### src/bk_geom_pkg.sv
package bk_geom_pkg;

	////////////////////////////////////////////////////////////////////////////
	// image layout

	// internal backup ram occupies the first sectors of the image
	localparam int BRAM_SECTORS = 16;
	// one sd sector is 256 sixteen-bit words
	localparam int SECTOR_WORDS = 256;
	localparam int SD_ADDR_W = $clog2(SECTOR_WORDS);

	////////////////////////////////////////////////////////////////////////////
	// address widths

	// console byte port, 8 KB
	localparam int BRAM_ADDR_W = 13;
	// byte address inside the one-sector staging buffer
	localparam int BUF_ADDR_W = 9;
	localparam int LBA_W = 11;
	// 10-bit cartridge sector above the 9-bit byte
	localparam int CART_ADDR_W = 19;

	// region 0 is internal ram, anything else is cartridge
	typedef struct packed {
		logic [6:0] region;
		logic [3:0] sector;
	} bk_lba_int_s;

	typedef union packed {
		bk_lba_int_s internal;
		logic [LBA_W-1:0] flat;
	} bk_lba_u;

endpackage

### src/bk_ctrl_pkg.sv
package bk_ctrl_pkg;

	// direction of a whole transfer as seen from the console
	typedef enum logic {
		DIR_SAVE = 1'b0,
		DIR_LOAD = 1'b1
	} bk_dir_e;

	// three steps of one cartridge sector
	// load: sd read, copy out, advance
	// save: copy in, sd write, advance
	typedef enum logic [1:0] {
		SEQ_ISSUE   = 2'd0,
		SEQ_STEP    = 2'd1,
		SEQ_ADVANCE = 2'd2
	} seq_state_e;

endpackage

### src/bk_sector_seq.sv
`timescale 1ns/10ps

module bk_sector_seq #(
	parameter int CART_SECTORS = 1024
) (
	input  logic clk_sys,
	input  logic rst,
	input  logic start,
	input  logic start_reload,
	input  bk_ctrl_pkg::bk_dir_e start_dir,
	input  logic cart_en,
	input  logic sd_ack,
	input  logic copy_done,
	output logic sd_rd,
	output logic sd_wr,
	output bk_geom_pkg::bk_lba_u sd_lba,
	output logic bk_busy,
	output logic bk_loading,
	output logic bk_reload,
	output logic copy_start
);

	localparam int LBA_W = bk_geom_pkg::LBA_W;
	// last cartridge sector on the image
	localparam logic [LBA_W-1:0] LAST_LBA =
		LBA_W'(bk_geom_pkg::BRAM_SECTORS + CART_SECTORS - 1);

	bk_ctrl_pkg::seq_state_e phase;
	logic ack_d;
	logic ack_rise;
	logic ack_fall;
	logic is_load;
	logic last_cart;

	assign ack_rise  = sd_ack & ~ack_d;
	assign ack_fall  = ack_d & ~sd_ack;
	assign is_load   = (start_dir == bk_ctrl_pkg::DIR_LOAD);
	assign last_cart = (sd_lba.flat == LAST_LBA);

	always_ff @(posedge clk_sys) begin
		if (rst) begin
			ack_d      <= 1'b0;
			sd_rd      <= 1'b0;
			sd_wr      <= 1'b0;
			sd_lba     <= '0;
			bk_busy    <= 1'b0;
			bk_loading <= 1'b0;
			bk_reload  <= 1'b0;
			copy_start <= 1'b0;
			phase      <= bk_ctrl_pkg::SEQ_ISSUE;
		end else begin
			ack_d <= sd_ack;

			// host has taken the request
			if (ack_rise) begin
				sd_rd <= 1'b0;
				sd_wr <= 1'b0;
			end

			if (!bk_busy) begin
				phase      <= bk_ctrl_pkg::SEQ_ISSUE;
				copy_start <= 1'b0;
				sd_lba     <= '0;
				bk_loading <= 1'b0;
				bk_reload  <= 1'b0;
				if (start) begin
					bk_busy    <= 1'b1;
					bk_loading <= is_load;
					bk_reload  <= start_reload;
					sd_rd      <= is_load;
					sd_wr      <= ~is_load;
				end
			end else if (sd_lba.internal.region == '0) begin
				//////////////////////////////////////////////////////////////////
				// internal sectors, one sd request each
				if (ack_fall) begin
					sd_lba.flat <= sd_lba.flat + 1'b1;
					if (&sd_lba.internal.sector) begin
						// cartridge region follows only when enabled
						if (!cart_en) begin
							bk_busy <= 1'b0;
						end
					end else begin
						sd_rd <= bk_loading;
						sd_wr <= ~bk_loading;
					end
				end
			end else if (bk_loading) begin
				//////////////////////////////////////////////////////////////////
				// cartridge load: read sector into staging, then copy out
				case (phase)
					bk_ctrl_pkg::SEQ_ISSUE: begin
						sd_rd <= 1'b1;
						phase <= bk_ctrl_pkg::SEQ_STEP;
					end
					bk_ctrl_pkg::SEQ_STEP: begin
						if (ack_fall) begin
							copy_start <= 1'b1;
							phase      <= bk_ctrl_pkg::SEQ_ADVANCE;
						end
					end
					bk_ctrl_pkg::SEQ_ADVANCE: begin
						if (copy_done) begin
							copy_start  <= 1'b0;
							sd_lba.flat <= sd_lba.flat + 1'b1;
							phase       <= bk_ctrl_pkg::SEQ_ISSUE;
							if (last_cart) begin
								bk_busy <= 1'b0;
							end
						end
					end
					default: phase <= bk_ctrl_pkg::SEQ_ISSUE;
				endcase
			end else begin
				//////////////////////////////////////////////////////////////////
				// cartridge save: copy into staging, then write sector
				case (phase)
					bk_ctrl_pkg::SEQ_ISSUE: begin
						copy_start <= 1'b1;
						phase      <= bk_ctrl_pkg::SEQ_STEP;
					end
					bk_ctrl_pkg::SEQ_STEP: begin
						if (copy_done) begin
							copy_start <= 1'b0;
							sd_wr      <= 1'b1;
							phase      <= bk_ctrl_pkg::SEQ_ADVANCE;
						end
					end
					bk_ctrl_pkg::SEQ_ADVANCE: begin
						if (ack_fall) begin
							sd_lba.flat <= sd_lba.flat + 1'b1;
							phase       <= bk_ctrl_pkg::SEQ_ISSUE;
							if (last_cart) begin
								bk_busy <= 1'b0;
							end
						end
					end
					default: phase <= bk_ctrl_pkg::SEQ_ISSUE;
				endcase
			end
		end
	end

endmodule

### config.mk
export PLATFORM = sky130hd
export DESIGN_NAME = bk_sector_seq
export DESIGN_NICKNAME = d
export VERILOG_FILES = /design/src/bk_geom_pkg.sv /design/src/bk_ctrl_pkg.sv /design/src/bk_sector_seq.sv
export SDC_FILE = /design/constraint.sdc
export NUM_CORES = 1
export LEC_CHECK = 0
export BUFFER_PORTS_ARGS = -buffer_cell sky130_fd_sc_hd__buf_4
export CORE_ASPECT_RATIO = 0.5
export CORE_MARGIN = 2
export CORE_UTILIZATION = 40
export DETAILED_ROUTE_END_ITERATION = 12
export PLACE_DENSITY_LB_ADDON = 0.08
export SLEW_MARGIN = 20
export SYNTH_ARGS = -nofsm -noshare
export SYNTH_HDL_FRONTEND = slang
export SYNTH_SLANG_ARGS = --single-unit
### constraint.sdc
create_clock -name clk_sys -period 1.79 [get_ports clk_sys]
set_clock_uncertainty 0.15 [all_clocks]
set_input_delay 0.358 -clock clk_sys [delete_from_list [all_inputs] [get_ports clk_sys]]
set_output_delay 0.358 -clock clk_sys [all_outputs]
set_load 0.01 [all_outputs]
==> metrics.txt, run 1 <==
# TYPE chip_impl_metric gauge
chip_impl_metric{name="core_region_area",unit="sq um"} 3000
chip_impl_metric{name="globalRouteOverflowTotal",unit=""} 0
chip_impl_metric{name="grt_first_pass_wirelength",unit="um"} 5670
chip_impl_info{name="reg2reg_to",value="sd_lba[9]$_SDFFE_PP0P_"} 1
chip_impl_metric{name="hold_viol",unit=""} 0
chip_impl_metric{name="first_global_vias",unit=""} 1258
chip_impl_metric{name="drt_pre_antenna_iters",unit=""} 4
chip_impl_metric{name="cts.path.max_buffers",unit=""} 2
chip_impl_metric{name="synth.distinct_cells",unit=""} 49
chip_impl_info{name="violations",value="negative setup slack"} 1
chip_impl_metric{name="p_leak",unit="nW"} 0.732
chip_impl_metric{name="fmaxAchievable",unit="MHz"} 543
chip_impl_metric{name="max-slew-margin-rel",unit="%"} 73.8
chip_impl_metric{name="timing_worst_slew_pin_value",unit="ns"} 0.388
chip_impl_info{name="tritoncts",value="yes"} 1
chip_impl_metric{name="rows",unit=""} 14
chip_impl_metric{name="post-route-worst-setup-slack",unit="ns"} -0.0510
chip_impl_metric{name="power.density",unit="nW/um^2"} 516
chip_impl_metric{name="area_used_by_multi_input_combinational_logic",unit="sq um"} 790
chip_impl_metric{name="synth-seq-area-share",unit="%"} 31.9
chip_impl_metric{name="area_growth_syn_to_layout",unit="%"} 43.2
chip_impl_metric{name="boundaryPins",unit=""} 25
chip_impl_metric{name="initialDrtViolationCount",unit=""} 54
chip_impl_info{name="endpoint_kind",value="flip-flop"} 1
chip_impl_metric{name="worstPathMaxFanout",unit=""} 4
chip_impl_metric{name="cts.sinks",unit=""} 20
chip_impl_metric{name="finalWorstPathRequiredPeriod",unit="ns"} 1.84
chip_impl_metric{name="grt_use_total",unit="%"} 19.8
chip_impl_metric{name="antenna_cells",unit=""} 0
chip_impl_metric{name="syn-cell-area",unit="sq um"} 1250
chip_impl_metric{name="detailed_place_hpwl",unit="um"} 2600
chip_impl_metric{name="gp_routability_congestion",unit=""} 0.844
chip_impl_metric{name="antenna_left",unit=""} 0
chip_impl_info{name="clock_tree.root_cell",value="clkbuf_8"} 1
chip_impl_metric{name="clk_transition_reported_paths",unit="ns"} 0.08
chip_impl_info{name="critPathLaunchType",value="flip-flop"} 1
chip_impl_metric{name="floorplan_die_area",unit="sq um"} 3630
chip_impl_metric{name="postSynthCellCount",unit=""} 147
chip_impl_metric{name="num-nets-final",unit=""} 213
chip_impl_info{name="worst_min_delay_path_startpoint",value="rst"} 1
chip_impl_metric{name="floorplan.initialDensity",unit="%"} 41.9
chip_impl_metric{name="ff2ff_setup_slack",unit="ns"} -0.05
chip_impl_metric{name="worst-endpoint-required",unit="ns"} 1.83
chip_impl_info{name="synth.largest_area_cell",value="dfxtp_1"} 1
chip_impl_info{name="criticalPathCategory",value="flip-flop to flip-flop"} 1
chip_impl_metric{name="seqCellArea",unit="sq um"} 409
chip_impl_metric{name="clock_latency_at_the_later_pin_of_the_worst_skew_pair",unit="ns"} 0.27
chip_impl_metric{name="io_buffers",unit=""} 24
chip_impl_metric{name="num_vias",unit=""} 1345
chip_impl_metric{name="max-cap-violations",unit=""} 0
chip_impl_metric{name="arrival_time_of_data_at_the_critical_path_endpoint",unit="ns"} 1.89
chip_impl_metric{name="fin_total_pwr",unit="uW"} 927
chip_impl_metric{name="post-place-ws",unit="ns"} -0.124
chip_impl_metric{name="die_h",unit="um"} 43.6
chip_impl_info{name="synth_area_leaders",value="dfxtp_1 32%, a21oi_1 6.4%, o31ai_1 5.4%"} 1
chip_impl_metric{name="synthDominantCellAreaShare",unit="%"} 31.9
chip_impl_metric{name="tritoncts.num_buffers",unit=""} 3
chip_impl_metric{name="fraction_of_layout_cells_with_a_size_suffix_above_1",unit="%"} 42.4
chip_impl_info{name="ys_dominant_reg_cell",value="dfxtp_1"} 1
chip_impl_metric{name="average_wire_length_per_cell_after_detail_routing",unit="um"} 14.1
chip_impl_metric{name="final.period_utilization",unit="%"} 103
chip_impl_metric{name="share_of_flip_flops_with_an_asynchronous_set_or_reset",unit="%"} 0
chip_impl_info{name="rsz0062_at_grt",value="true"} 1
chip_impl_metric{name="cts.htree.levels",unit=""} 1
chip_impl_metric{name="reg2reg_depth",unit=""} 6
chip_impl_info{name="reg2reg_from",value="sd_lba[6]$_SDFFE_PP0P_"} 1
chip_impl_metric{name="grt_start_max_net_pins",unit=""} 15
chip_impl_info{name="startpoint",value="sd_lba[6]$_SDFFE_PP0P_"} 1
chip_impl_metric{name="report.final.setup_viol",unit=""} 8
chip_impl_info{name="run_status",value="complete, but fails checks"} 1
chip_impl_info{name="setup.worst_path.end",value="sd_lba[9]$_SDFFE_PP0P_"} 1
chip_impl_metric{name="drv_slew",unit=""} 0
chip_impl_metric{name="number_of_enable_type_register_cells_in_the_synthesized_netlist",unit=""} 0
chip_impl_info{name="timing.hold.worst.class",value="input port to flip-flop"} 1
chip_impl_metric{name="postSynthNetCount",unit=""} 156
chip_impl_metric{name="remaining_drc_errors",unit=""} 0
chip_impl_metric{name="peakVddDrop",unit="mV"} 0.279
chip_impl_metric{name="filler_cell_count",unit=""} 284
chip_impl_metric{name="utilization",unit="%"} 60.0
chip_impl_metric{name="antenna_violations_before_repair",unit=""} 0
chip_impl_metric{name="viasPerCell",unit=""} 5.53
chip_impl_metric{name="synthesis.area_per_instance",unit="sq um"} 8.54
chip_impl_metric{name="cts_hold_repair.buffers",unit=""} 0
chip_impl_metric{name="tns",unit="ns"} -0.189
chip_impl_metric{name="finalWirelength",unit="um"} 3430
chip_impl_metric{name="synth_seq_cells",unit=""} 20
chip_impl_metric{name="die_width",unit="um"} 83.2
chip_impl_metric{name="yosys_warnings",unit=""} 0
[how the worst min path moves through the flow]
stage	to	slack (ns)	cells after the start
after floorplan	ack_d$_SDFF_PP0_	0.28	1
after global placement	bk_reload$_SDFFE_PP0N_	0.32	2
after detailed placement	bk_reload$_SDFFE_PP0N_	0.34	2
after CTS	sd_rd$_SDFF_PP0_	0.17	2
after global routing	sd_rd$_SDFF_PP0_	0.17	2
final	sd_rd$_SDFF_PP0_	0.17	2
[per-stage QoR]
stage / area (sq um) / hold slack [ns] / std cells
floorplan: 1250 / 0.280 / 147
global placement: 1680 / 0.318 / 237
detailed placement: 1680 / 0.341 / 237
CTS: 1770 / 0.169 / 243
global route: 1800 / 0.173 / 243
finish: 1800 / 0.166 / 243
[power by group]
group          leakage (nW)  internal (mW)  switching (mW)
logic                 0.537         0.0539          0.0536
clock network        0.0288          0.196           0.164
registers             0.166          0.453         0.00529
total                 0.732          0.703           0.223
[per-layer routing]
layer,GRT usage (%),wire [um]
met1,27.4,1790
met3,5.33,145
met4,4.92,35
met2,31.3,1450
met5,0,0
[synthesized netlist by cell type, types with 2 or more instances]
cell type,n
nand3_1,6
nand2_1,11
and3_1,3
o31ai_1,9
mux2i_1,2
inv_1,4
or2b_2,2
o211ai_1,2
nand4_1,5
or4_1,7
nand2b_1,6
o21ai_1,3
o21a_1,2
a21oi_1,16
nor2b_1,3
nor2_1,7
or3_1,2
dfxtp_1,20
buf_4,4
o21ai_0,2
nor4_1,2
buf_6,2
[cells in the final DEF, fill, tap and decap left out, types with 2 or more instances in the layout]
cell type	n
a21oi_1	16
and3_1	2
and3_2	2
buf_4	56
buf_6	2
clkbuf_8	4
dfxtp_1	13
dfxtp_2	7
inv_1	4
mux2i_1	2
nand2_1	11
nand2b_1	6
nand3_1	6
nand4_1	5
nor2_1	7
nor2b_1	3
nor4_1	2
nor4_4	2
o211ai_1	2
o21a_1	2
o21ai_0	2
o21ai_1	2
o31ai_1	9
or2b_2	2
or4_1	7
[logic make-up after synthesis]
logic type                 share of synthesized area [%]
and+or+nand+nor                                     31.9
AOI/OAI and AO/OA                                   26.9
DFF                                                 31.9
buffers and inverters                               6.68
muxes                                               1.60
adders and majority gates                          0.997
[critical path, stage by stage (launching register included)]
cell     delay (ns)
dfxtp_2        0.35
buf_4          0.14
nor4_4         0.16
a22oi_2        0.16
buf_4          0.16
or4_1          0.47
a21oi_1        0.17
[final cells by class]
type	instances	share of cell area [%]
multi-input cells	115	43.9
repair buffers	60	26.6
flip-flops and latches	20	22.8
clock buffers	4	3.06
well taps	40	2.79
inverters	4	0.836
[registers in the layout, indices dropped and copies added (netlist names)]
name and count:
sd_lba 11, bk_reload 1, sd_rd 1, copy_start 1
bk_loading 1, bk_busy 1, sd_wr 1, ack_d 1
phase 2
[repair_timing]
action,in CTS,in global routing
buffers inserted,2,0
gates cloned,0,0
resized for setup,7,8
endpoints found under the setup margin,12,13
pin swaps,4,1
No activity file was read; power rests on OpenSTA's default activity.
==> run 2, diff against run 1 <==
- ABC_AREA: unset -> 1
==> run 2 against run 1 <==
The run now ends clean; wire length decreased by 20%; register-to-register slack improved by 0.22 ns; die area decreased by 5.0%; fmax increased by 13%; via count decreased by 7.4%; first-iteration DRC count increased by 41%; combinational power about the same; cell area decreased by 17%; utilization decreased by 4.8 points; clock power decreased by 3%; setup slack improved by 0.22 ns; power increased by 0.12%; largest cell class unchanged; largest power group unchanged.
==> metrics.txt, run 2 <==
# TYPE chip_impl_metric gauge
chip_impl_info{name="run_status",value="finished, final reports clean"} 1
chip_impl_metric{name="seqCellArea",unit="sq um"} 402
chip_impl_metric{name="timing_worst_slew_pin_value",unit="ns"} 0.379
chip_impl_metric{name="io_buffers",unit=""} 24
chip_impl_info{name="layout.cells.most_common_list",value="40 x nand2_1, 28 x buf_4, 25 x nor2_1"} 1
chip_impl_metric{name="synth_seq_cells",unit=""} 20
chip_impl_metric{name="cts.sinks",unit=""} 20
chip_impl_metric{name="power.density",unit="nW/um^2"} 623
chip_impl_info{name="endpoint_kind",value="flip-flop"} 1
chip_impl_metric{name="worst-endpoint-required",unit="ns"} 1.85
chip_impl_metric{name="syn-cell-area",unit="sq um"} 1190
chip_impl_info{name="rsz0062_at_grt",value="false"} 1
chip_impl_metric{name="clock_latency_at_the_later_pin_of_the_worst_skew_pair",unit="ns"} 0.26
chip_impl_metric{name="synthDominantCellAreaShare",unit="%"} 33.7
chip_impl_metric{name="synthesis.area_per_instance",unit="sq um"} 6.60
chip_impl_info{name="synth_area_leaders",value="dfxtp_1 34%, nand2_1 13%, nor2_1 7.9%"} 1
chip_impl_metric{name="peakVddDrop",unit="mV"} 0.466
chip_impl_metric{name="boundaryPins",unit=""} 25
chip_impl_metric{name="antenna_violations_before_repair",unit=""} 0
chip_impl_info{name="tritoncts",value="yes"} 1
chip_impl_metric{name="post-place-ws",unit="ns"} 0.0466
chip_impl_metric{name="postSynthCellCount",unit=""} 180
chip_impl_metric{name="cts.path.max_buffers",unit=""} 2
chip_impl_metric{name="tritoncts.num_buffers",unit=""} 3
chip_impl_metric{name="area_used_by_multi_input_combinational_logic",unit="sq um"} 697
chip_impl_metric{name="arrival_time_of_data_at_the_critical_path_endpoint",unit="ns"} 1.68
chip_impl_metric{name="viasPerCell",unit=""} 5.04
chip_impl_metric{name="layoutNonFillerInstCount",unit=""} 247
chip_impl_metric{name="num_vias",unit=""} 1246
chip_impl_info{name="critPathLaunchType",value="flip-flop"} 1
chip_impl_metric{name="num-nets-final",unit=""} 220
chip_impl_metric{name="p_leak",unit="nW"} 0.622
chip_impl_info{name="ys_dominant_reg_cell",value="dfxtp_1"} 1
chip_impl_metric{name="number_of_enable_type_register_cells_in_the_synthesized_netlist",unit=""} 0
chip_impl_metric{name="clk_transition_reported_paths",unit="ns"} 0.08
chip_impl_info{name="timing.hold.worst.class",value="input port to flip-flop"} 1
chip_impl_metric{name="core_region_area",unit="sq um"} 2700
chip_impl_info{name="top_register",value="sd_lba"} 1
chip_impl_metric{name="average_wire_length_per_cell_after_detail_routing",unit="um"} 11.1
chip_impl_metric{name="report.final.setup_viol",unit=""} 0
chip_impl_metric{name="drt_pre_antenna_iters",unit=""} 4
chip_impl_metric{name="final_area",unit="sq um"} 1490
chip_impl_metric{name="cts_hold_repair.buffers",unit=""} 0
chip_impl_metric{name="grt_use_total",unit="%"} 16.4
chip_impl_metric{name="die_width",unit="um"} 81.1
chip_impl_metric{name="max-cap-violations",unit=""} 0
chip_impl_metric{name="die_h",unit="um"} 42.5
chip_impl_info{name="synth.cells.most_frequent",value="40 x nand2_1, 25 x nor2_1, 20 x dfxtp_1"} 1
chip_impl_metric{name="first_global_vias",unit=""} 962
chip_impl_metric{name="cts.htree.levels",unit=""} 1
chip_impl_metric{name="max-slew-margin-rel",unit="%"} 74.7
chip_impl_metric{name="floorplan.initialDensity",unit="%"} 44.0
chip_impl_metric{name="postSynthNetCount",unit=""} 189
chip_impl_metric{name="remaining_drc_errors",unit=""} 0
chip_impl_metric{name="tns",unit="ns"} 0
chip_impl_metric{name="area_growth_syn_to_layout",unit="%"} 25.4
chip_impl_info{name="cp_cell_sequence",value="ha_2, nand3_2, inv_2, nand3_1, nor2_1, nand2_1, nor2_1, nor2_1, nor2_1"} 1
chip_impl_metric{name="floorplan_die_area",unit="sq um"} 3450
chip_impl_metric{name="initialDrtViolationCount",unit=""} 76
chip_impl_metric{name="globalRouteOverflowTotal",unit=""} 0
chip_impl_metric{name="post-route-worst-setup-slack",unit="ns"} 0.165
chip_impl_metric{name="grt_start_max_net_pins",unit=""} 19
chip_impl_info{name="criticalPathCategory",value="flip-flop to flip-flop"} 1
chip_impl_metric{name="gp_routability_congestion",unit=""} 0.883
chip_impl_metric{name="cts_post_setup_buffers_inserted",unit=""} 0
chip_impl_metric{name="grt_first_pass_wirelength",unit="um"} 4330
chip_impl_metric{name="yosys_warnings",unit=""} 0
chip_impl_info{name="synth.largest_area_cell",value="dfxtp_1"} 1
chip_impl_metric{name="antenna_cells",unit=""} 0
chip_impl_metric{name="detailed_place_hpwl",unit="um"} 2160
chip_impl_metric{name="drv_slew",unit=""} 0
chip_impl_metric{name="finalWirelength",unit="um"} 2740
chip_impl_metric{name="filler_cell_count",unit=""} 278
chip_impl_info{name="critical_path.most_common_cell",value="nor2_1"} 1
chip_impl_metric{name="largest_register_ff_count",unit=""} 11
chip_impl_metric{name="post_dp_cell_area",unit="sq um"} 1430
chip_impl_info{name="clock_tree.root_cell",value="clkbuf_8"} 1
chip_impl_metric{name="fmaxAchievable",unit="MHz"} 615
chip_impl_info{name="top_regs",value="sd_lba (11), phase (2)"} 1
chip_impl_metric{name="place_inst",unit=""} 243
chip_impl_metric{name="final.period_utilization",unit="%"} 90.8
chip_impl_metric{name="antenna_left",unit=""} 0
chip_impl_metric{name="synth.distinct_cells",unit=""} 28
chip_impl_metric{name="synth-seq-area-share",unit="%"} 33.7
chip_impl_metric{name="rows",unit=""} 13
chip_impl_metric{name="finalWorstPathRequiredPeriod",unit="ns"} 1.62
chip_impl_metric{name="fraction_of_layout_cells_with_a_size_suffix_above_1",unit="%"} 25.7
chip_impl_metric{name="largest_stage_delay_on_the_critical_path",unit="ns"} 0.38
chip_impl_info{name="worst_path_max_delay_cell",value="dfxtp_1"} 1
chip_impl_metric{name="worstPathMaxFanout",unit=""} 4
chip_impl_info{name="layout_commonest_cell",value="nand2_1"} 1
chip_impl_info{name="synth.most_common_cell",value="nand2_1"} 1
chip_impl_metric{name="share_of_flip_flops_with_an_asynchronous_set_or_reset",unit="%"} 0
chip_impl_metric{name="fin_total_pwr",unit="uW"} 928
chip_impl_metric{name="hold_viol",unit=""} 0
## run 2: cell types whose count changed after synthesis, moves of 5 or more
| cell | delta |
|---|---|
| inv_1 | +12 |
| inv_2 | +5 |
| nand2_1 | +29 |
| nand2b_1 | -6 |
| nand3_1 | +8 |
| nor2_1 | +18 |
| nor2_2 | +5 |
| o21ai_0 | +9 |
| o31ai_1 | -8 |
| or4_1 | -7 |
## run 2: worst paths after layout
check,startpoint,end,slack [ns],cells after the start
worst min register to register,sd_lba[0]$_SDFFE_PP0P_,sd_lba[0]$_SDFFE_PP0P_,0.32,1
worst max-delay path,sd_lba[1]$_SDFFE_PP0P_,sd_lba[10]$_SDFFE_PP0P_,0.17,9
worst max register to register,sd_lba[1]$_SDFFE_PP0P_,sd_lba[10]$_SDFFE_PP0P_,0.17,9
worst min-delay path,rst,ack_d$_SDFF_PP0_,0.15,2
## run 2: repair_timing
action                     4_1_cts  5_1_grt
hold endpoints to repair         0        0
setup endpoints to repair        0        2
resized for setup                0        4
## run 2: where the power goes
group / leakage (nW) / internal [mW] / switching, mW
Sequential: 0.163 / 0.456 / 0.0111
Clock: 0.0288 / 0.196 / 0.155
Combinational: 0.430 / 0.0479 / 0.0621
## run 2: worst max-delay path: cells and delay by family (launching register included)
kind	cells	cell delay (ns)
fa+ha+maj	1	0.24
buf+inv	1	0.12
flops	1	0.38
simple gates	7	0.68
## run 2: layout make-up
class | instances | area share (%)
Multi-Input combinational cell | 137 | 46.8
Tap cell | 37 | 3.11
Timing Repair Buffer | 28 | 14.1
Sequential cell | 20 | 27.0
Inverter | 21 | 5.29
Clock buffer | 4 | 3.70
## run 2: kinds of logic (layout without fill, tap and decap cells)
logic type / Yosys count / after routing / share of synthesized area [%]
simple gates: 101 / 101 / 40.3
compound gates: 35 / 35 / 16.8
buf+inv: 23 / 53 / 8.22
flops: 20 / 20 / 33.7
fa+ha+maj: 1 / 1 / 1.05
## run 2: per-layer routing
| metal | vias up | share of wire (%) | routed length, um | track usage (%) |
|---|---|---|---|---|
| met1 | 557 | 50 | 1370 | 22.6 |
| met5 | - | 0 | 0 | 0 |
| met2 | 29 | 42 | 1150 | 25.3 |
| met4 | 0 | 0.37 | 10 | 2.03 |
| met3 | 2 | 7.5 | 204 | 5.82 |
| li1 | 658 | - | - | - |
## run 2: through the flow
stage | utilization [%] | hold slack, ns
after CTS | 54.8 | 0.139
final | 55.1 | 0.149
after global placement | 52.8 | 0.301
after floorplan | - | 0.277
after detailed placement | 52.8 | 0.316
after global routing | 55.1 | 0.142
==> run 3, diff against run 2 <==
- CELL_PAD_IN_SITES_DETAIL_PLACEMENT: unset -> 1
- CELL_PAD_IN_SITES_GLOBAL_PLACEMENT: unset -> 1
- CORE_UTILIZATION: 40 -> 33
==> run 3 against run 2 <==
Utilization down 11 points; power up 0.63%; combinational power about the same; wire length up 28%; register-to-register slack about the same; fmax down 0.31%; setup slack worse by 0.0050 ns; critical path type unchanged.
==> metrics.txt, run 3 (synthesized netlist as in run 2, its figures left out) <==
# TYPE chip_impl_metric gauge
chip_impl_info{name="run_status",value="finished, final reports clean"} 1
chip_impl_info{name="tritoncts",value="yes"} 1
chip_impl_metric{name="area_growth_syn_to_layout",unit="%"} 28.3
chip_impl_metric{name="post-route-worst-setup-slack",unit="ns"} 0.160
chip_impl_metric{name="floorplan_die_area",unit="sq um"} 4120
chip_impl_metric{name="tritoncts.num_buffers",unit=""} 3
chip_impl_metric{name="post-place-ws",unit="ns"} 0.0493
chip_impl_metric{name="grt_first_pass_wirelength",unit="um"} 5940
chip_impl_info{name="cp_cell_sequence",value="inv_1, nand2_1, nor2_2, nand3_2, nand2_2, nor2_8, nand3_1, nand2_1, inv_1, nor2_1"} 1
chip_impl_metric{name="power_switching_share",unit="%"} 25.2
chip_impl_metric{name="combPwrFrac",unit="%"} 12.1
chip_impl_metric{name="cts_hold_repair.buffers",unit=""} 0
chip_impl_metric{name="cts.path.max_buffers",unit=""} 2
chip_impl_info{name="critical-path-top-delay-family",value="simple AND/OR/NAND/NOR gates"} 1
chip_impl_info{name="endpoint_kind",value="flip-flop"} 1
chip_impl_metric{name="power.sequential.fraction",unit="%"} 50.0
chip_impl_metric{name="timing_worst_slew_pin_value",unit="ns"} 0.399
chip_impl_info{name="rsz0062_at_grt",value="false"} 1
chip_impl_metric{name="boundaryPins",unit=""} 25
chip_impl_info{name="worst_path_max_delay_cell",value="dfxtp_1"} 1
chip_impl_metric{name="fmaxAchievable",unit="MHz"} 613
chip_impl_metric{name="remaining_drc_errors",unit=""} 0
chip_impl_metric{name="power.density",unit="nW/um^2"} 613
chip_impl_metric{name="grt_use_total",unit="%"} 19.3
chip_impl_metric{name="path_buf_inv",unit=""} 2
chip_impl_metric{name="globalRouteOverflowTotal",unit=""} 0
chip_impl_metric{name="cts_post_setup_buffers_inserted",unit=""} 0
chip_impl_metric{name="io_buffers",unit=""} 24
chip_impl_metric{name="cts.sinks",unit=""} 20
chip_impl_metric{name="detailed_place_hpwl",unit="um"} 2710
chip_impl_info{name="critPathLaunchType",value="flip-flop"} 1
chip_impl_metric{name="floorplan.initialDensity",unit="%"} 34.6
chip_impl_metric{name="average_wire_length_per_cell_after_detail_routing",unit="um"} 13.3
chip_impl_metric{name="place_inst",unit=""} 259
chip_impl_info{name="criticalPathCategory",value="flip-flop to flip-flop"} 1
chip_impl_metric{name="first_global_vias",unit=""} 1262
chip_impl_metric{name="report.final.setup_viol",unit=""} 0
chip_impl_metric{name="viasPerCell",unit=""} 4.94
chip_impl_metric{name="fraction_of_layout_cells_with_a_size_suffix_above_1",unit="%"} 27.4
chip_impl_metric{name="worstPathMaxFanout",unit=""} 18
chip_impl_metric{name="arrival_time_of_data_at_the_critical_path_endpoint",unit="ns"} 1.69
chip_impl_metric{name="utilization",unit="%"} 44.4
chip_impl_metric{name="final.period_utilization",unit="%"} 91.1
chip_impl_info{name="top_register",value="sd_lba"} 1
chip_impl_metric{name="antenna_left",unit=""} 0
chip_impl_metric{name="core_region_area",unit="sq um"} 3430
chip_impl_metric{name="antenna_cells",unit=""} 0
chip_impl_metric{name="fin_total_pwr",unit="uW"} 933
chip_impl_metric{name="num-nets-final",unit=""} 222
chip_impl_metric{name="grt_start_max_net_pins",unit=""} 19
chip_impl_metric{name="finalWorstPathRequiredPeriod",unit="ns"} 1.63
chip_impl_metric{name="largest_stage_delay_on_the_critical_path",unit="ns"} 0.42
chip_impl_info{name="clock_tree.root_cell",value="clkbuf_8"} 1
chip_impl_info{name="worst_min_delay_path_startpoint",value="rst"} 1
chip_impl_metric{name="num_vias",unit=""} 1300
chip_impl_metric{name="finalWirelength",unit="um"} 3500
chip_impl_metric{name="die_width",unit="um"} 88.8
chip_impl_metric{name="max-slew-margin-rel",unit="%"} 73.3
chip_impl_metric{name="pwr-share-clk",unit="%"} 37.9
chip_impl_metric{name="internal_power",unit="uW"} 698
chip_impl_metric{name="drv_slew",unit=""} 0
chip_impl_metric{name="peakVddDrop",unit="mV"} 0.188
chip_impl_info{name="layout_commonest_cell",value="nand2_1"} 1
chip_impl_metric{name="power.net_switching",unit="uW"} 236
chip_impl_metric{name="clk_transition_reported_paths",unit="ns"} 0.08
chip_impl_info{name="reg2reg_from",value="sd_lba[9]$_SDFFE_PP0P_"} 1
chip_impl_metric{name="die_h",unit="um"} 46.4
chip_impl_metric{name="rows",unit=""} 15
chip_impl_metric{name="p_leak",unit="nW"} 0.634
chip_impl_metric{name="cts.htree.levels",unit=""} 1
chip_impl_metric{name="tns",unit="ns"} 0
chip_impl_info{name="layout.cells.most_common_list",value="40 x nand2_1, 30 x buf_4, 25 x nor2_1"} 1
chip_impl_info{name="timing.hold.worst.class",value="input port to flip-flop"} 1
chip_impl_metric{name="largest_register_ff_count",unit=""} 11
chip_impl_metric{name="max-cap-violations",unit=""} 0
chip_impl_metric{name="clock_latency_at_the_later_pin_of_the_worst_skew_pair",unit="ns"} 0.26
chip_impl_info{name="top_regs",value="sd_lba (11), phase (2)"} 1
chip_impl_metric{name="hold_viol",unit=""} 0
chip_impl_metric{name="drt_pre_antenna_iters",unit=""} 4
chip_impl_info{name="startpoint",value="sd_lba[9]$_SDFFE_PP0P_"} 1
chip_impl_metric{name="initialDrtViolationCount",unit=""} 32
chip_impl_metric{name="post_cts_resized",unit=""} 0
chip_impl_metric{name="worst-endpoint-required",unit="ns"} 1.85
chip_impl_metric{name="gp_routability_congestion",unit=""} 0.760
chip_impl_metric{name="antenna_violations_before_repair",unit=""} 0
chip_impl_metric{name="layoutNonFillerInstCount",unit=""} 263
==> run 3: cell types whose count changed in the layout (fill, tap and decap cells not counted), sizes merged <==
cell / change
buf: +2
==> run 3: path summary, 6_finish.rpt <==
path / to / slack (ns) / cells after the start
max: sd_lba[7]$_SDFFE_PP0P_ / 0.16 / 10
min: ack_d$_SDFF_PP0_ / 0.15 / 2
max reg2reg: sd_lba[7]$_SDFFE_PP0P_ / 0.16 / 10
min reg2reg: bk_reload$_SDFFE_PP0N_ / 0.32 / 1
==> run 3: layout make-up <==
type	instances	area [sq um]
fillers	467	1910
multi-input cells	137	697
flip-flops and latches	20	404
repair buffers	30	225
inverters	21	78.8
well taps	51	63.8
clock buffers	4	55.1
==> run 3: metal layers <==
layer  global-route usage (%)  routed length, um  vias to the layer above
li1                         -                  -                      660
met1                     26.4               1780                      618
met2                     31.0               1550                       17
met3                     4.30                127                        5
met4                     5.45                 38                        0
met5                        0                  0                        -
==> run 3: power by group through the flow <==
stage	combinational (mW)	sequential (mW)	clock [mW]
2_1_floorplan	0.0569	0.480	0
3_3_place_gp	0.109	0.478	0
3_5_place_dp	0.114	0.478	0
4_1_cts	0.114	0.467	0.371
5_1_grt	0.127	0.470	0.389
6_report	0.113	0.467	0.353
==> run 3: through the flow <==
stage / hold slack [ns] / cell area [sq um]
2_1_floorplan: 0.277 / 1190
3_3_place_gp: 0.300 / 1460
6_report: 0.150 / 1520
5_1_grt: 0.145 / 1520
4_1_cts: 0.143 / 1510
3_5_place_dp: 0.303 / 1460
